<file path="src/logic/geometry_pkg.sv">
package geometry_pkg;

    //////////////////////////////////////////////////////////////////////
    // fixed point format
    //////////////////////////////////////////////////////////////////////

    // signed Q16.16
    typedef logic signed [31:0] fix_t;

    localparam int FRAC_BITS = 16;

    // full width product, back to Q16.16, wraps on overflow
    function automatic fix_t fix_mul(input fix_t a, input fix_t b);
        logic signed [63:0] prod;
        prod = a * b;
        return prod[FRAC_BITS +: 32];
    endfunction

    //////////////////////////////////////////////////////////////////////
    // scene geometry
    //////////////////////////////////////////////////////////////////////

    // eye position
    localparam fix_t EYE_X = fix_t'(1800 <<< FRAC_BITS);
    localparam fix_t EYE_Y = fix_t'(1800 <<< FRAC_BITS);
    localparam fix_t EYE_Z = fix_t'(-300 <<< FRAC_BITS);

    // top face sits this far above the block origin
    localparam fix_t TOP_FACE_OFFSET = fix_t'(200 <<< FRAC_BITS);
    localparam fix_t ARROW_HALF_SPAN = fix_t'(80 <<< FRAC_BITS);

    // about 0.01
    localparam fix_t FACE_EPS = fix_t'(655);

    // codes 4..7 fall back to LEFT
    typedef enum logic [2:0] {
        UP    = 3'd0,
        RIGHT = 3'd1,
        DOWN  = 3'd2,
        LEFT  = 3'd3
    } arrow_dir_t;

endpackage

</file>
<file path="src/logic/lighting_pkg.sv">
package lighting_pkg;

    import geometry_pkg::*;

    localparam int NUM_LIGHTS = 3;

    // per light intensity, one word per channel
    // 0.25 = 16384, 0.5 = 32768, 0.75 = 49152
    localparam fix_t LIGHT_R [NUM_LIGHTS] = '{
        fix_t'(16384),
        fix_t'(32768),
        fix_t'(16384)
    };
    localparam fix_t LIGHT_G [NUM_LIGHTS] = '{
        fix_t'(49152),
        fix_t'(32768),
        fix_t'(49152)
    };
    localparam fix_t LIGHT_B [NUM_LIGHTS] = '{
        fix_t'(16384),
        fix_t'(32768),
        fix_t'(16384)
    };

    // color triple, also used for material
    typedef struct packed {
        fix_t r;
        fix_t g;
        fix_t b;
    } rgb_t;

endpackage

</file>
<file path="src/logic/hit_if.sv">
`timescale 1ns/1ps

interface hit_if
    import geometry_pkg::*, lighting_pkg::*;
();

    logic       valid;
    fix_t       hit_x;
    fix_t       hit_y;
    fix_t       hit_z;
    fix_t       block_x;
    fix_t       block_y;
    fix_t       block_z;
    arrow_dir_t dir;
    rgb_t       mat;

    modport source (
        output valid, hit_x, hit_y, hit_z,
        output block_x, block_y, block_z, dir, mat
    );

    modport sink (
        input valid, hit_x, hit_y, hit_z,
        input block_x, block_y, block_z, dir, mat
    );

endinterface

</file>
<file path="src/logic/arrow_mask_unit.sv">
`timescale 1ns/1ps

module arrow_mask_unit
    import geometry_pkg::*;
(
    input  logic  clk_in,
    input  logic  rst_in,
    hit_if.sink   hit,
    output logic  arrow_mask,
    output logic  mask_valid
);

    // hit relative to block, wraps like the hardware adders
    fix_t rel_x;
    fix_t rel_y;
    fix_t rel_z;

    // stage 1
    fix_t       dx;
    fix_t       dy;
    fix_t       dz;
    fix_t       sum_xy;
    fix_t       diff_yx;
    arrow_dir_t dir_s1;
    logic       valid_s1;

    // stage 2 decode
    logic on_top;
    logic in_bounds;
    logic sum_neg;
    logic diff_neg;
    logic in_region;

    //////////////////////////////////////////////////////////////////////
    // stage 1: offsets from the top face center
    //////////////////////////////////////////////////////////////////////

    always_comb begin
        rel_x = hit.hit_x - hit.block_x;
        rel_y = hit.hit_y - hit.block_y;
        rel_z = hit.hit_z - hit.block_z - TOP_FACE_OFFSET;
    end

    always_ff @(posedge clk_in) begin
        if (rst_in) begin
            dx       <= '0;
            dy       <= '0;
            dz       <= '0;
            sum_xy   <= '0;
            diff_yx  <= '0;
            dir_s1   <= UP;
            valid_s1 <= 1'b0;
        end else begin
            dx       <= rel_x;
            dy       <= rel_y;
            dz       <= rel_z;
            sum_xy   <= rel_x + rel_y;
            diff_yx  <= rel_y - rel_x;
            dir_s1   <= hit.dir;
            valid_s1 <= hit.valid;
        end
    end

    //////////////////////////////////////////////////////////////////////
    // stage 2: face, bounds and triangle tests
    //////////////////////////////////////////////////////////////////////

    always_comb begin
        on_top    = (dz <= FACE_EPS);
        in_bounds = (dx > -ARROW_HALF_SPAN) && (dx < ARROW_HALF_SPAN) &&
                    (dy > -ARROW_HALF_SPAN) && (dy < ARROW_HALF_SPAN);
        sum_neg   = sum_xy[31];
        diff_neg  = diff_yx[31];

        // the two diagonals split the square into four triangles
        case (dir_s1)
            UP:      in_region = sum_neg && diff_neg;
            RIGHT:   in_region = !sum_neg && diff_neg;
            DOWN:    in_region = !sum_neg && !diff_neg;
            default: in_region = sum_neg && !diff_neg;
        endcase
    end

    always_ff @(posedge clk_in) begin
        if (rst_in) begin
            arrow_mask <= 1'b0;
            mask_valid <= 1'b0;
        end else begin
            arrow_mask <= on_top && in_bounds && in_region;
            mask_valid <= valid_s1;
        end
    end

endmodule

</file>
<file path="src/flat_wrapper.sv">
// flat-port wrapper written by rule: the top's interface ports become plain ports
module arrow_mask_unit_flat import geometry_pkg::*;
  (clk_in, rst_in, arrow_mask, mask_valid, hit_valid, hit_hit_x, hit_hit_y, hit_hit_z, hit_block_x, hit_block_y, hit_block_z, hit_dir, hit_mat);
  hit_if hit_i ();
  input  logic clk_in;
  input  logic rst_in;
  output logic arrow_mask;
  output logic mask_valid;
  input wire logic [$bits(hit_i.valid)-1:0] hit_valid;
  input wire logic [$bits(hit_i.hit_x)-1:0] hit_hit_x;
  input wire logic [$bits(hit_i.hit_y)-1:0] hit_hit_y;
  input wire logic [$bits(hit_i.hit_z)-1:0] hit_hit_z;
  input wire logic [$bits(hit_i.block_x)-1:0] hit_block_x;
  input wire logic [$bits(hit_i.block_y)-1:0] hit_block_y;
  input wire logic [$bits(hit_i.block_z)-1:0] hit_block_z;
  input wire logic [$bits(hit_i.dir)-1:0] hit_dir;
  input wire logic [$bits(hit_i.mat)-1:0] hit_mat;
  assign hit_i.valid = hit_valid;
  assign hit_i.hit_x = hit_hit_x;
  assign hit_i.hit_y = hit_hit_y;
  assign hit_i.hit_z = hit_hit_z;
  assign hit_i.block_x = hit_block_x;
  assign hit_i.block_y = hit_block_y;
  assign hit_i.block_z = hit_block_z;
  assign hit_i.dir = hit_dir;
  assign hit_i.mat = hit_mat;
  arrow_mask_unit u_core (.clk_in(clk_in), .rst_in(rst_in), .hit(hit_i), .arrow_mask(arrow_mask), .mask_valid(mask_valid));
endmodule
</file>
<file path="config.mk">
export PLATFORM = sky130hd
export DESIGN_NAME = arrow_mask_unit_flat
export DESIGN_NICKNAME = d
export VERILOG_FILES = /design/src/logic/geometry_pkg.sv /design/src/logic/lighting_pkg.sv /design/src/logic/hit_if.sv /design/src/logic/arrow_mask_unit.sv /design/src/flat_wrapper.sv
export SDC_FILE = /design/constraint.sdc
export NUM_CORES = 1
export LEC_CHECK = 0
export ABC_AREA = 0
export BUFFER_PORTS_ARGS = -buffer_cell sky130_fd_sc_hd__buf_2
export CORE_UTILIZATION = 53
export DETAILED_ROUTE_END_ITERATION = 16
export GPL_TIMING_DRIVEN = 0
export PLACE_DENSITY = 0.88
export SLEW_MARGIN = 10
export SYNTH_ARGS = -nofsm -noshare
export SYNTH_HDL_FRONTEND = slang
export SYNTH_SLANG_ARGS = --single-unit
</file>
<file path="constraint.sdc">
create_clock -name clk_in -period 6.6 [get_ports clk_in]
set_input_delay 1.32 -clock clk_in [delete_from_list [all_inputs] [get_ports clk_in]]
set_output_delay 1.32 -clock clk_in [all_outputs]
set_load 0.005 [all_outputs]
</file>
==> impl_metrics.toml <==
[route]
drc_errors = 0
routed-via-count = 9115
firstDrtPassIters = 5
wire_per_inst_um = 13.8
ant_nets = 0
post_drt_via_cell_ratio = 5.50
drt_iter0_markers = 475
drt-total-wl_um = 22900

[sta]
period_needed_ns = 6.15
skew_ns = 0.00809
fin_tns_setup_ns = 0
setup_slack_ns = 0.449
hold_violations = 0
setup_viol = 0
fin_hold_ws_ns = 0.449
max_freq_mhz = 163
rsz0062_at_grt = "no"
slew_viol_final = 0
period_share_pct = 93.2
slew_headroom_pct = 53.1
worst_pin_slew_ns = 0.699

[global_route]
grt_max_degree = 19
grt.total_usage_pct = 24.4
grt_pass1_vias = 8459
antenna_found_initial = 0
grt.overflow.total = 0
grt_pass1_wl_um = 37000

[clocking]
clock_path_buffers = 2
cts_resized = 0
clkSinkCount = 100
postCtsSetupBuffers = 0
hold_buffers = 0
clock_latency_ns = 0.33
cts_tree = "done"
path_clk_slew_ns = 0.07
cts_root_buf = "clkbuf_16"
h-tree-depth = 3
numCtsBuffers = 9

[critical_path]
cp_top_family = "compound AO/OA/AOI/OAI gates"
path_depth = 24
reg2reg_depth = 6
cp-start-kind = "primary input"
critical_path_buf_inv_count = 3
worst_ep_arrival_time_ns = 6.41
slowest_stage = "or3_1"
cp_cell_sequence = "buf_2 -> inv_1 -> ha_1 -> a21oi_1 -> o21ai_0 -> or3_1 -> a211o_1 -> nand2_1 -> o21ai_1 -> a21o_1 -> a21oi_1 -> xor2_1 -> inv_1 -> ha_1 -> nand4b_1 -> nor4_1 -> nand2_1 -> o21bai_1 -> a21oi_1 -> a31oi_1 -> nand2_1 -> or3_1 -> a31o_1 -> a21oi_2"
worstPathRequired_ns = 6.85
cp_max_fo = 6
crit_type = "primary input to flip-flop"
cp-end-kind = "flip-flop"
slowest_delay_ns = 0.41

[finish]
drive_gt1_share_pct = 16.9
stdcell_count = 1657
nNetsFinal = 1904
area_delta_synth_final_pct = 16.6
diodes = 0
final_util_pct = 64.0
design_area_um2 = 11200
num-fill-cells = 1476

[place]
gp_congestion = 0.938
placed_cell_area_um2 = 10900
port_buffers = 199
dp_worst_setup_slack_ns = 0.185
dp_hpwl_um = 19300
placed_cells = 1641

[floorplanning]
die_h_um = 137
die_area_um2 = 18700
ios = 296
initial_core_util_pct = 54.9
core_um2 = 17500
rows = 48
die_width_um = 137

[synthesis]
synth_cell_types = 70
synth_edf_count = 0
avgSynthCellArea_um2 = 7.92
syn_nets = 1694
synth-seq-cells = 100
ys_dominant_reg_cell = "dfxtp_1"
ys_seq_area_share_pct = 20.8
ys_warn_count = 0
async_reset_ff_share_pct = 0
synth_cells = 1217
syn_area_um2 = 9630

[worst_hold_path]
holdPathStages = 1
hold_class = "flip-flop to flip-flop"

[power]
p_total_mw = 2.41
p_leak_nw = 5.93
ir_worst_vdd_v = 0.000148
powerDensity_nw_per_um2 = 215

[run]
cap_violations = 0

[status]
status = "finished, final reports clean"
[final timing paths]
| kind | slack (ns) | endpoint | startpoint |
|---|---|---|---|
| worst max-delay path | 0.45 | u_core.diff_yx[31]$_SDFF_PP0_ | hit_block_x[16] |
| worst min-delay path | 0.45 | u_core.mask_valid$_SDFF_PP0_ | u_core.valid_s1$_SDFF_PP0_ |
| worst max register to register | 4.92 | u_core.arrow_mask$_SDFF_PP0_ | u_core.dx[27]$_SDFF_PP0_ |
| worst min register to register | 0.45 | u_core.mask_valid$_SDFF_PP0_ | u_core.valid_s1$_SDFF_PP0_ |
[routing by layer]
layer	routed length, µm	vias up	global-route usage, %
met4	451	0	7.20
met5	0	-	0
met3	1040	33	2.63
met1	10400	4147	30.1
li1	-	4661	-
met2	11100	274	44.2
[synth_stat cells, drive strengths merged (12+ instances only)]
| cell | count | area (µm²) |
|---|---|---|
| a21oi | 104 | 543 |
| nor4 | 17 | 106 |
| nor2 | 113 | 424 |
| nor2b | 46 | 288 |
| nand3 | 17 | 85.1 |
| o21ai | 60 | 304 |
| dfxtp | 100 | 2000 |
| o21bai | 18 | 135 |
| xor2 | 42 | 368 |
| nand2 | 52 | 195 |
| nor3 | 26 | 130 |
| inv | 173 | 649 |
| ha | 180 | 2250 |
| xnor2 | 45 | 394 |
| a21o | 56 | 422 |
| nand4 | 15 | 93.8 |
| nand2b | 12 | 75.1 |
| a31oi | 15 | 93.8 |
[layout make-up]
| type | instances | area (µm²) | share of cell area (%) |
|---|---|---|---|
| Multi-Input combinational cell | 931 | 6930 | 61.7 |
| Sequential cell | 100 | 2000 | 17.8 |
| Timing Repair Buffer | 199 | 996 | 8.87 |
| Inverter | 173 | 649 | 5.78 |
| Tap cell | 225 | 282 | 2.51 |
| Clock buffer | 10 | 239 | 2.13 |
| Clock inverter | 6 | 80.1 | 0.713 |
| Buffer | 13 | 50.0 | 0.446 |
[cells by family after synthesis]
logic type	Yosys count	share of synthesized area [%]
flops	100	20.8
xor+xnor	88	8.16
compound gates	319	21.9
fa+ha+maj	183	24.0
simple gates	338	17.5
mux	3	0.377
buf+inv	186	7.26
[flip-flops by register name, indices dropped and copies added (netlist names)]
signal / flops
u_core.arrow_mask: 1
u_core.diff_yx: 1
u_core.dir_s1: 3
u_core.dx: 32
u_core.dy: 32
u_core.dz: 28
u_core.mask_valid: 1
u_core.sum_xy: 1
u_core.valid_s1: 1
[where the power goes]
part / switching, mW / total (mW) / internal, mW
logic: 0.656 / 1.15 / 0.492
clock network: 0.221 / 0.531 / 0.310
registers: 0.0372 / 0.734 / 0.697
total: 0.914 / 2.41 / 1.50
[placed cells by master, fill, tap and decap left out, types with 3 or more instances in the layout]
cell type / n
o21a_1: 10
o21bai_1: 18
o21ai_1: 5
xor2_1: 42
a211oi_1: 5
clkbuf_16: 9
fa_1: 3
o211ai_1: 6
nor2_1: 113
and2_1: 3
a31oi_1: 15
ha_1: 180
and4_1: 4
nand2b_1: 12
a211o_1: 6
a221oi_1: 3
nand4_1: 15
a221oi_2: 3
nand3_1: 17
xnor2_1: 45
o21ai_0: 54
or2_2: 3
a21oi_2: 6
nor4b_1: 6
a21oi_1: 98
clkbuf_1: 10
and3_1: 10
dfxtp_1: 100
inv_1: 173
o31ai_1: 5
nor4_1: 17
nand2_1: 52
nor2b_1: 46
a21o_1: 55
nor3_1: 26
o31a_1: 3
or3_1: 6
buf_2: 200
(Power assumes the default switching activity.)
