===== src/logic/geometry_pkg.sv =====
package geometry_pkg;

    //////////////////////////////////////////////////////////////////////
    // fixed point format
    //////////////////////////////////////////////////////////////////////

    // signed Q16.16
    typedef logic signed [31:0] fix_t;

    localparam int FRAC_BITS = 16;

    // full width product, back to Q16.16, wraps on overflow
    function automatic fix_t fix_mul(input fix_t a, input fix_t b);
        logic signed [63:0] prod;
        prod = a * b;
        return prod[FRAC_BITS +: 32];
    endfunction

    //////////////////////////////////////////////////////////////////////
    // scene geometry
    //////////////////////////////////////////////////////////////////////

    // eye position
    localparam fix_t EYE_X = fix_t'(1800 <<< FRAC_BITS);
    localparam fix_t EYE_Y = fix_t'(1800 <<< FRAC_BITS);
    localparam fix_t EYE_Z = fix_t'(-300 <<< FRAC_BITS);

    // top face sits this far above the block origin
    localparam fix_t TOP_FACE_OFFSET = fix_t'(200 <<< FRAC_BITS);
    localparam fix_t ARROW_HALF_SPAN = fix_t'(80 <<< FRAC_BITS);

    // about 0.01
    localparam fix_t FACE_EPS = fix_t'(655);

    // codes 4..7 fall back to LEFT
    typedef enum logic [2:0] {
        UP    = 3'd0,
        RIGHT = 3'd1,
        DOWN  = 3'd2,
        LEFT  = 3'd3
    } arrow_dir_t;

endpackage


===== src/logic/lighting_pkg.sv =====
package lighting_pkg;

    import geometry_pkg::*;

    localparam int NUM_LIGHTS = 3;

    // per light intensity, one word per channel
    // 0.25 = 16384, 0.5 = 32768, 0.75 = 49152
    localparam fix_t LIGHT_R [NUM_LIGHTS] = '{
        fix_t'(16384),
        fix_t'(32768),
        fix_t'(16384)
    };
    localparam fix_t LIGHT_G [NUM_LIGHTS] = '{
        fix_t'(49152),
        fix_t'(32768),
        fix_t'(49152)
    };
    localparam fix_t LIGHT_B [NUM_LIGHTS] = '{
        fix_t'(16384),
        fix_t'(32768),
        fix_t'(16384)
    };

    // color triple, also used for material
    typedef struct packed {
        fix_t r;
        fix_t g;
        fix_t b;
    } rgb_t;

endpackage


===== src/logic/hit_if.sv =====
`timescale 1ns/1ps

interface hit_if
    import geometry_pkg::*, lighting_pkg::*;
();

    logic       valid;
    fix_t       hit_x;
    fix_t       hit_y;
    fix_t       hit_z;
    fix_t       block_x;
    fix_t       block_y;
    fix_t       block_z;
    arrow_dir_t dir;
    rgb_t       mat;

    modport source (
        output valid, hit_x, hit_y, hit_z,
        output block_x, block_y, block_z, dir, mat
    );

    modport sink (
        input valid, hit_x, hit_y, hit_z,
        input block_x, block_y, block_z, dir, mat
    );

endinterface


===== src/logic/pixel_shade_unit.sv =====
`timescale 1ns/1ps

module pixel_shade_unit
    import geometry_pkg::*, lighting_pkg::*;
(
    input  logic  clk_in,
    input  logic  rst_in,
    hit_if.sink   hit,
    input  logic  arrow_mask,
    input  logic  mask_valid,
    output fix_t  r_out,
    output fix_t  g_out,
    output fix_t  b_out,
    output logic  rgb_valid
);

    // stage 1, one product per light and channel
    fix_t prod_r [NUM_LIGHTS];
    fix_t prod_g [NUM_LIGHTS];
    fix_t prod_b [NUM_LIGHTS];

    // stage 2
    rgb_t acc;
    rgb_t sum;

    fix_t max_rg;
    fix_t grey;

    //////////////////////////////////////////////////////////////////////
    // stage 1: intensity times material
    //////////////////////////////////////////////////////////////////////

    always_ff @(posedge clk_in) begin
        if (rst_in) begin
            for (int i = 0; i < NUM_LIGHTS; i++) begin
                prod_r[i] <= '0;
                prod_g[i] <= '0;
                prod_b[i] <= '0;
            end
        end else if (hit.valid) begin
            for (int i = 0; i < NUM_LIGHTS; i++) begin
                prod_r[i] <= fix_mul(LIGHT_R[i], hit.mat.r);
                prod_g[i] <= fix_mul(LIGHT_G[i], hit.mat.g);
                prod_b[i] <= fix_mul(LIGHT_B[i], hit.mat.b);
            end
        end
    end

    //////////////////////////////////////////////////////////////////////
    // stage 2: sum over lights
    //////////////////////////////////////////////////////////////////////

    always_comb begin
        acc = '0;
        for (int i = 0; i < NUM_LIGHTS; i++) begin
            acc.r = acc.r + prod_r[i];
            acc.g = acc.g + prod_g[i];
            acc.b = acc.b + prod_b[i];
        end
    end

    always_ff @(posedge clk_in) begin
        if (rst_in) begin
            sum <= '0;
        end else begin
            sum <= acc;
        end
    end

    // grey level is the brightest channel, signed compare
    always_comb begin
        max_rg = (sum.r > sum.g) ? sum.r : sum.g;
        grey   = (max_rg > sum.b) ? max_rg : sum.b;
    end

    always_ff @(posedge clk_in) begin
        if (rst_in) begin
            r_out     <= '0;
            g_out     <= '0;
            b_out     <= '0;
            rgb_valid <= 1'b0;
        end else begin
            rgb_valid <= mask_valid;
            if (mask_valid) begin
                r_out <= arrow_mask ? grey : sum.r;
                g_out <= arrow_mask ? grey : sum.g;
                b_out <= arrow_mask ? grey : sum.b;
            end
        end
    end

endmodule


===== src/flat_wrapper.sv =====
// flat-port wrapper written by rule: the top's interface ports become plain ports
module pixel_shade_unit_flat import geometry_pkg::*, lighting_pkg::*;
  (clk_in, rst_in, arrow_mask, mask_valid, r_out, g_out, b_out, rgb_valid, hit_valid, hit_hit_x, hit_hit_y, hit_hit_z, hit_block_x, hit_block_y, hit_block_z, hit_dir, hit_mat);
  hit_if hit_i ();
  input  logic clk_in;
  input  logic rst_in;
  input  logic arrow_mask;
  input  logic mask_valid;
  output fix_t r_out;
  output fix_t g_out;
  output fix_t b_out;
  output logic rgb_valid;
  input wire logic [$bits(hit_i.valid)-1:0] hit_valid;
  input wire logic [$bits(hit_i.hit_x)-1:0] hit_hit_x;
  input wire logic [$bits(hit_i.hit_y)-1:0] hit_hit_y;
  input wire logic [$bits(hit_i.hit_z)-1:0] hit_hit_z;
  input wire logic [$bits(hit_i.block_x)-1:0] hit_block_x;
  input wire logic [$bits(hit_i.block_y)-1:0] hit_block_y;
  input wire logic [$bits(hit_i.block_z)-1:0] hit_block_z;
  input wire logic [$bits(hit_i.dir)-1:0] hit_dir;
  input wire logic [$bits(hit_i.mat)-1:0] hit_mat;
  assign hit_i.valid = hit_valid;
  assign hit_i.hit_x = hit_hit_x;
  assign hit_i.hit_y = hit_hit_y;
  assign hit_i.hit_z = hit_hit_z;
  assign hit_i.block_x = hit_block_x;
  assign hit_i.block_y = hit_block_y;
  assign hit_i.block_z = hit_block_z;
  assign hit_i.dir = hit_dir;
  assign hit_i.mat = hit_mat;
  pixel_shade_unit u_core (.clk_in(clk_in), .rst_in(rst_in), .hit(hit_i), .arrow_mask(arrow_mask), .mask_valid(mask_valid), .r_out(r_out), .g_out(g_out), .b_out(b_out), .rgb_valid(rgb_valid));
endmodule

===== config.mk =====
export PLATFORM = sky130hd
export DESIGN_NAME = pixel_shade_unit_flat
export DESIGN_NICKNAME = d
export VERILOG_FILES = /design/src/logic/geometry_pkg.sv /design/src/logic/lighting_pkg.sv /design/src/logic/hit_if.sv /design/src/logic/pixel_shade_unit.sv /design/src/flat_wrapper.sv
export SDC_FILE = /design/constraint.sdc
export NUM_CORES = 1
export LEC_CHECK = 0
export ABC_AREA = 1
export BUFFER_PORTS_ARGS = -buffer_cell sky130_fd_sc_hd__buf_2
export CAP_MARGIN = 20
export CORE_MARGIN = 2
export CORE_UTILIZATION = 45
export DETAILED_ROUTE_END_ITERATION = 6
export PLACE_DENSITY = 0.72
export SKIP_CTS_REPAIR_TIMING = 1
export SYNTH_ARGS = -nofsm -noshare
export SYNTH_HDL_FRONTEND = slang
export SYNTH_SLANG_ARGS = --single-unit

===== constraint.sdc =====
create_clock -name clk_in -period 6.49 [get_ports clk_in]
set_input_delay 0.649 -clock clk_in [delete_from_list [all_inputs] [get_ports clk_in]]
set_output_delay 0.649 -clock clk_in [all_outputs]
set_load 0.005 [all_outputs]

==> flow_summary_export.csv, run 1 <==
group,metric,value,unit
yosys,synthesis.area_per_instance,7.729,µm²
worst_setup_path,critical_path_arrival,5860,ps
floorplan,num_io_pins,393,
timing,min_cycle_time_layout,5425,ps
clock_tree,cts_tree,"built",
power_and_ir_drop,power,9940,µW
routing,first_iter_violations,1354,
clock_tree,clk_pin_slew,60,ps
worst_hold_path,kind_of_path_behind_the_tightest_hold_check,"in -> reg",
routing,wire_per_inst,16.12,µm
global_route,via_count_of_the_first_global_routing_pass,19890,
timing,setup_viol,0,
worst_setup_path,worstPathRequired,6920,ps
place,dp_hpwl,50060,µm
yosys,syn_area,23970,µm²
yosys,seq_area_frac_synth,31.66,%
cells_and_area,finish.net_count,3960,
routing,routed_via_density,5.291,
floorplan,fp-row-count,84,
clock_tree,cts_made_buffers,38,
global_route,first_pass_grt_wire_length,102500,µm
cells_and_area,area_of_all_placed_cells_without_fillers,26910,µm²
floorplan,fp.dieArea,55120,µm²
global_route,global_route_total_usage_across_every_layer,22.81,%
job,max_cap_violations,0,
timing,setup_slack,1065,ps
global_route,grt_start_max_net_pins,105,
yosys,postSynthNetCount,3797,
timing,final.setup_skew,17.37,ps
timing,worst_slew_margin_rel,34.95,%
place,gp_routability_congestion,0.9353,
timing,report.final.hold_viol_count,0,
place,pre_cts_ws,1168,ps
timing,fin_tns_setup,0,ps
status,status,"completed",
clock_tree,worst_skew_pair.late_latency,560,ps
worst_setup_path,crit_fanout,33,
routing,post-route-drc-count,0,
power_and_ir_drop,peakVddDrop,297.0,µV
timing,transition_time_of_the_tightest_slew_check_pin,975.8,ps
worst_setup_path,element_type_at_the_critical_path_end,"register",
floorplan,chipWidth,234.8,µm
yosys,yosysWarnings,0,
yosys,syn-instance-count,3101,
routing,postRouteWirelength,64190,µm
timing,maxClockFrequency,0.1843,GHz
yosys,synth.lib_cells_used.distinct,41,
routing,drtAntennaViolNets,0,
worst_setup_path,timing.setup.critical_path_class,"reg -> reg",
place,count_of_buffers_inserted_at_the_top_level_ports,195,
power_and_ir_drop,powerDensity,369.4,nW/µm²
timing,maxSlewViolCount,0,
worst_setup_path,cp_startpoint_kind,"register",
cells_and_area,drive_gt1_share,11.36,%
global_route,antenna_found_initial,5,
yosys,synth.largest_area_cell,"ha_1",
routing,routed-via-count,21080,
floorplan,die_height,234.8,µm
floorplan,placeableCoreArea,52660,µm²
yosys,synth_top_area_share,20.67,%
floorplan,initial_utilization,45.52,%
clock_tree,cts.sink_count,317,
cells_and_area,area_growth,12.26,%
place,dpl-instance-area,25560,µm²
global_route,overflow,0,
timing,unrepaired_setup_endpoints_after_global_routing,"false",
clock_tree,cts_root_cell,"clkbuf_16",
routing,drt-pass1-iter-count,5,
timing,part_of_the_cycle_the_worst_path_needs,83.58,%
yosys,yosys-top-cells-area,"ha_1 21%, dfxtp_1 16%, edfxtp_1 16%",
power_and_ir_drop,cellLeakagePower,0.01354,µW
clock_tree,cts-root-to-sink-buffers,3,
yosys,synth.ff_latch_count,317,
clock_tree,cts.htree.levels,2,
==> per-layer routing <==
layer	track usage (%)	vias to the layer above	routed length, µm
met5	0	-	0
met4	8.765	0	2347
met3	4.864	122	4579
met2	36.02	575	28000
met1	30.51	9591	29270
li1	-	10790	-
==> critical path, stage by stage, from the launching register on <==
cell and delay [ps]:
dfxtp_1 380, inv_1 60, ha_1 290, nand2_1 70, nor2_1 160, nand4_1 150, nor3b_2 300, nand2_1 130
nand2_1 80, nand2_1 430, nand3_2 220, buf_4 260, nand2_1 100, nand2_1 70, ha_1 280, nand2_1 110
nor2_1 60, nor3b_2 150, a21oi_1 280, nand2_1 90, nand2_1 110, nand3_4 380, inv_2 670, nand3_1 150
nand2_1 190, a21oi_1 100
==> layout by cell type (no fill, tap or decap), drive strengths merged, types with 2 or more instances in the layout <==
master / synthesis / layout
o21ai: 247 / 247
dfxtp: 193 / 193
o21bai: 13 / 13
nor2: 270 / 270
a21oi: 482 / 482
o211ai: 4 / 4
a221oi: 4 / 4
nand4: 51 / 51
buf: 15 / 209
nor4: 11 / 11
or2: 90 / 90
edfxtp: 124 / 124
a21boi: 8 / 8
nor3: 16 / 16
o31ai: 7 / 7
inv: 440 / 441
diode: 0 / 2
nand3: 85 / 85
and2: 2 / 2
nand2: 395 / 395
clkinv: 0 / 10
ha: 396 / 396
xor2: 8 / 8
bufinv: 0 / 4
nor3b: 5 / 5
clkbuf: 71 / 51
fa: 4 / 4
and3: 2 / 2
a21o: 16 / 16
clkinvlp: 0 / 3
o21a: 33 / 33
xnor2: 85 / 85
a211oi: 4 / 4
a31oi: 17 / 17
==> power by group <==
part	internal, µW	switching, µW
clock	1390	885
combinational	1690	3090
sequential	2500	383
total	5580	4360
==> Yosys cell counts (all sizes together) <==
cell / number
a21oi: 482
inv: 440
ha: 396
nand2: 395
nor2: 270
o21ai: 247
dfxtp: 193
edfxtp: 124
or2: 90
nand3: 85
xnor2: 85
clkbuf: 71
nand4: 51
o21a: 33
a31oi: 17
a21o: 16
nor3: 16
buf: 15
o21bai: 13
nor4: 11
a21boi: 8
xor2: 8
o31ai: 7
nor3b: 5
a211oi: 4
a221oi: 4
fa: 4
o211ai: 4
and2: 2
and3: 2
o211a: 1
o221ai: 1
o311ai: 1
==> path summary, 6_finish.rpt <==
kind | start | to | slack (ps) | cells past startpoint
worst min-delay path | hit_mat[70] | u_core.prod_r[0][68]$_SDFFCE_PN0P_ | 380 | 3
worst max-delay path | u_core.sum[55]$_SDFF_PP0_ | u_core.r_out[17]$_SDFFE_PP0P_ | 1070 | 25
worst max register to register | u_core.sum[55]$_SDFF_PP0_ | u_core.r_out[17]$_SDFFE_PP0P_ | 1070 | 25
worst min register to register | u_core.g_out[25]$_SDFFE_PP0P_ | u_core.g_out[25]$_SDFFE_PP0P_ | 520 | 2
==> state kept, by name, summed over array words and instances, names as in the netlist <==
signal            cells
u_core.sum           96
u_core.prod_g        62
u_core.b_out         32
u_core.g_out         32
u_core.r_out         32
u_core.prod_b        31
u_core.prod_r        31
u_core.rgb_valid      1
==> through the flow <==
step                      hold slack (ps)  utilization, %  cells
final                               384.2           51.10   3983
after floorplan                     513.8               -   3101
after CTS                           350.1           51.09   3981
after detailed placement            507.0           48.53   3912
after global routing                392.0           51.09   3981
after global placement              501.8           48.53   3912
==> kinds of logic (layout without fill, tap and decap cells) <==
kind of cell	count (synthesis)	after routing	synth area share (%)
simple gates	927	927	16.91
flops	317	317	31.66
fa+ha+maj	400	400	21.01
buf+inv	526	718	8.426
other cells	0	2	0
compound gates	838	838	18.61
xor+xnor	93	93	3.398
==> area by class of cell <==
| type | count | area (µm²) |
|---|---|---|
| fillers | 5202 | 25750 |
| multi-input cells | 2258 | 14370 |
| flip-flops and latches | 317 | 7587 |
| inverters | 440 | 1658 |
| clock buffers | 51 | 1136 |
| repair buffers | 209 | 1081 |
| well taps | 688 | 860.8 |
| clock inverters | 18 | 209.0 |
| diodes | 2 | 5.005 |
Power figures use the tool's default switching activity.
==> run 2: changes to the inputs <==
Clock period 6.49 ns to 5 ns, I/O delays scaled along.
==> run 2 against run 1 <==
  * Clock skew increased by 6.6 ps
  * Global-route usage decreased by 0.17 points
  * Final area about the same
  * Largest cell class unchanged
  * Clock power increased by 26%
  * Clock-buffer cell count decreased by 6
  * Sequential share of layout area about the same
  * Setup slack got worse by 580 ps
  * Non-clock buffer count increased by 4
  * Worst hold slack got worse by 150 ps
==> flow_summary_export.csv, run 2 (synthesis gave the netlist of run 1 again) <==
group,metric,value,unit
worst_hold_path,timing.hold.worst.start,"hit_mat[78]",
floorplan,fp-row-count,84,
timing,worst_slew_margin_rel,37.83,%
clock_tree,cts.htree.levels,2,
clock_tree,cts.sink_count,317,
routing,routed_via_density,5.278,
power_and_ir_drop,pwr-share-comb,48.7,%
timing,report.final.hold_viol_count,0,
timing,maxSlewViolCount,0,
worst_setup_path,worstPathRequired,5430,ps
global_route,via_count_of_the_first_global_routing_pass,19390,
global_route,grt_util_met2,36.02,%
power_and_ir_drop,swShare,43.60,%
clock_tree,cts-root-to-sink-buffers,3,
cells_and_area,reg_with_most_ffs,"u_core.sum",
floorplan,chipWidth,234.8,µm
worst_setup_path,crit_fanout,32,
global_route,first_pass_grt_wire_length,101700,µm
job,max_cap_violations,0,
clock_tree,cts_tree,"built",
floorplan,initial_utilization,45.52,%
power_and_ir_drop,net-switching-power,5628,µW
clock_tree,cts_root_cell,"clkbuf_16",
global_route,grt_start_max_net_pins,97,
worst_setup_path,timing.rr.start,"u_core.sum[55]$_SDFF_PP0_",
place,placed_cells,3916,
floorplan,num_io_pins,393,
power_and_ir_drop,clock_power_share,22.3,%
cells_and_area,layout.cells.most_common,"a21oi_1",
worst_setup_path,critical_path_arrival,4940,ps
timing,fin_tns_setup,0,ps
power_and_ir_drop,power,12910,µW
power_and_ir_drop,peakVddDrop,471.0,µV
worst_setup_path,timing.setup.critical_path_class,"reg -> reg",
worst_hold_path,worstHoldPathCells,3,
worst_setup_path,r2r.worst_path.cells,25,
routing,drtAntennaViolNets,0,
timing,min_cycle_time_layout,4515,ps
floorplan,die_height,234.8,µm
worst_setup_path,worst_setup_path_startpoint,"u_core.sum[55]$_SDFF_PP0_",
timing,part_of_the_cycle_the_worst_path_needs,90.30,%
cells_and_area,postLayoutCoreUtil,51.12,%
routing,post-route-drc-count,0,
cells_and_area,finish.net_count,3963,
timing,transition_time_of_the_tightest_slew_check_pin,932.5,ps
place,count_of_buffers_inserted_at_the_top_level_ports,195,
cells_and_area,largest_registers,"u_core.sum: 96 flops, u_core.prod_g: 62 flops",
worst_setup_path,cp_startpoint_kind,"register",
status,status,"completed",
cells_and_area,layout.cells.most_common_list,"482 x a21oi_1, 435 x inv_1, 396 x ha_1, 394 x nand2_1, 270 x nor2_1",
power_and_ir_drop,cellLeakagePower,0.01356,µW
clock_tree,clk_pin_slew,70,ps
clock_tree,worst_skew_pair.late_latency,560,ps
global_route,antenna_found_initial,9,
global_route,grtUsageMet1,30.63,%
worst_hold_path,kind_of_path_behind_the_tightest_hold_check,"in -> reg",
routing,postRouteWirelength,64120,µm
routing,first_iter_violations,1538,
cells_and_area,largest_reg_flops,96,
power_and_ir_drop,powerDensity,479.5,nW/µm²
cells_and_area,drive_gt1_share,11.45,%
routing,wire_per_inst,16.10,µm
routing,drt-pass1-iter-count,5,
power_and_ir_drop,internal_power_component,7281,µW
power_and_ir_drop,pwr-share-seq,29.1,%
global_route,global_route_total_usage_across_every_layer,22.64,%
floorplan,fp.dieArea,55120,µm²
timing,unrepaired_setup_endpoints_after_global_routing,"false",
timing,final.setup_skew,23.97,ps
place,gp_routability_congestion,0.9148,
clock_tree,cts_made_buffers,37,
cells_and_area,area_growth,12.31,%
global_route,overflow,0,
global_route,globalRouteMet3Util,5.193,%
cells_and_area,fillers,5124,
worst_setup_path,element_type_at_the_critical_path_end,"register",
timing,maxClockFrequency,0.2215,GHz
place,dp_hpwl,50100,µm
cells_and_area,layout.cells.non_filler,3982,
global_route,grt-busiest-layer,"met2",
routing,routed-via-count,21020,
timing,setup_viol,0,
floorplan,placeableCoreArea,52660,µm²
-- run 2: cell count changes in the layout (fill, tap and decap cells not counted), moves of 2 or more --
cell	before	now
buf_4	14	16
buf_12	0	2
inv_4	2	5
clkbuf_16	43	41
clkbuf_8	3	1
clkbuf_1	5	2
clkinvlp_2	2	0
-- run 2: critical path: stages, from the launching register on --
cell and delay (ps):
dfxtp_1 400, inv_1 60, ha_1 290, nand2_1 80
nor2_1 150, nand4_1 130, nor3b_2 300, nand2_1 180
nand3_4 190, nand3_2 110, buf_4 220, nand2_1 100
nand2_1 50, ha_1 360, nand2_1 90, nor2_1 120
nor3b_2 190, and3_1 250, nand2_1 100, nand2_1 60
nand2_1 80, nand3_4 70, buf_4 390, a21oi_1 130
nand2_1 210, a21oi_1 90
-- run 2: cell type report --
class	count	area (µm²)	share of cell area [%]
Antenna cell	1	2.502	0.009296
Inverter	440	1658	6.159
Sequential cell	317	7587	28.19
Tap cell	688	860.8	3.198
Clock inverter	20	242.7	0.9017
Clock buffer	45	1055	3.918
Timing Repair Buffer	213	1136	4.221
Multi-Input combinational cell	2258	14380	53.41
-- run 2: path summary, 6_finish.rpt --
check / endpoint / slack [ps]
max: u_core.g_out[22]$_SDFFE_PP0P_ / 480
min: u_core.prod_r[0][76]$_SDFFCE_PN0P_ / 240
max reg2reg: u_core.g_out[22]$_SDFFE_PP0P_ / 480
min reg2reg: u_core.b_out[19]$_SDFFE_PP0P_ / 520
-- run 2: per-stage QoR --
step,setup slack (ps),hold slack [ps],cell area (µm²)
after global routing,54.65,241.7,26920
after CTS,450.0,211.4,26910
after global placement,583.1,503.8,25610
final,484.9,236.1,26920
after floorplan,740.9,513.8,23970
after detailed placement,500.3,506.9,25610
-- run 2: metal layers --
| metal | vias up | routed length (µm) |
|---|---|---|
| met3 | 102 | 4887 |
| met1 | 9506 | 29210 |
| met4 | 8 | 1644 |
| li1 | 10800 | - |
| met2 | 605 | 28330 |
| met5 | - | 42 |
-- run 2: power groups by stage --
stage	registers [µW]	logic, µW	clock network [µW]
6_report	3750	6280	2880
5_1_grt	3800	7120	3030
4_1_cts	3740	6220	2930
3_5_place_dp	3790	6170	0
3_3_place_gp	3780	6100	0
2_1_floorplan	3600	4550	0
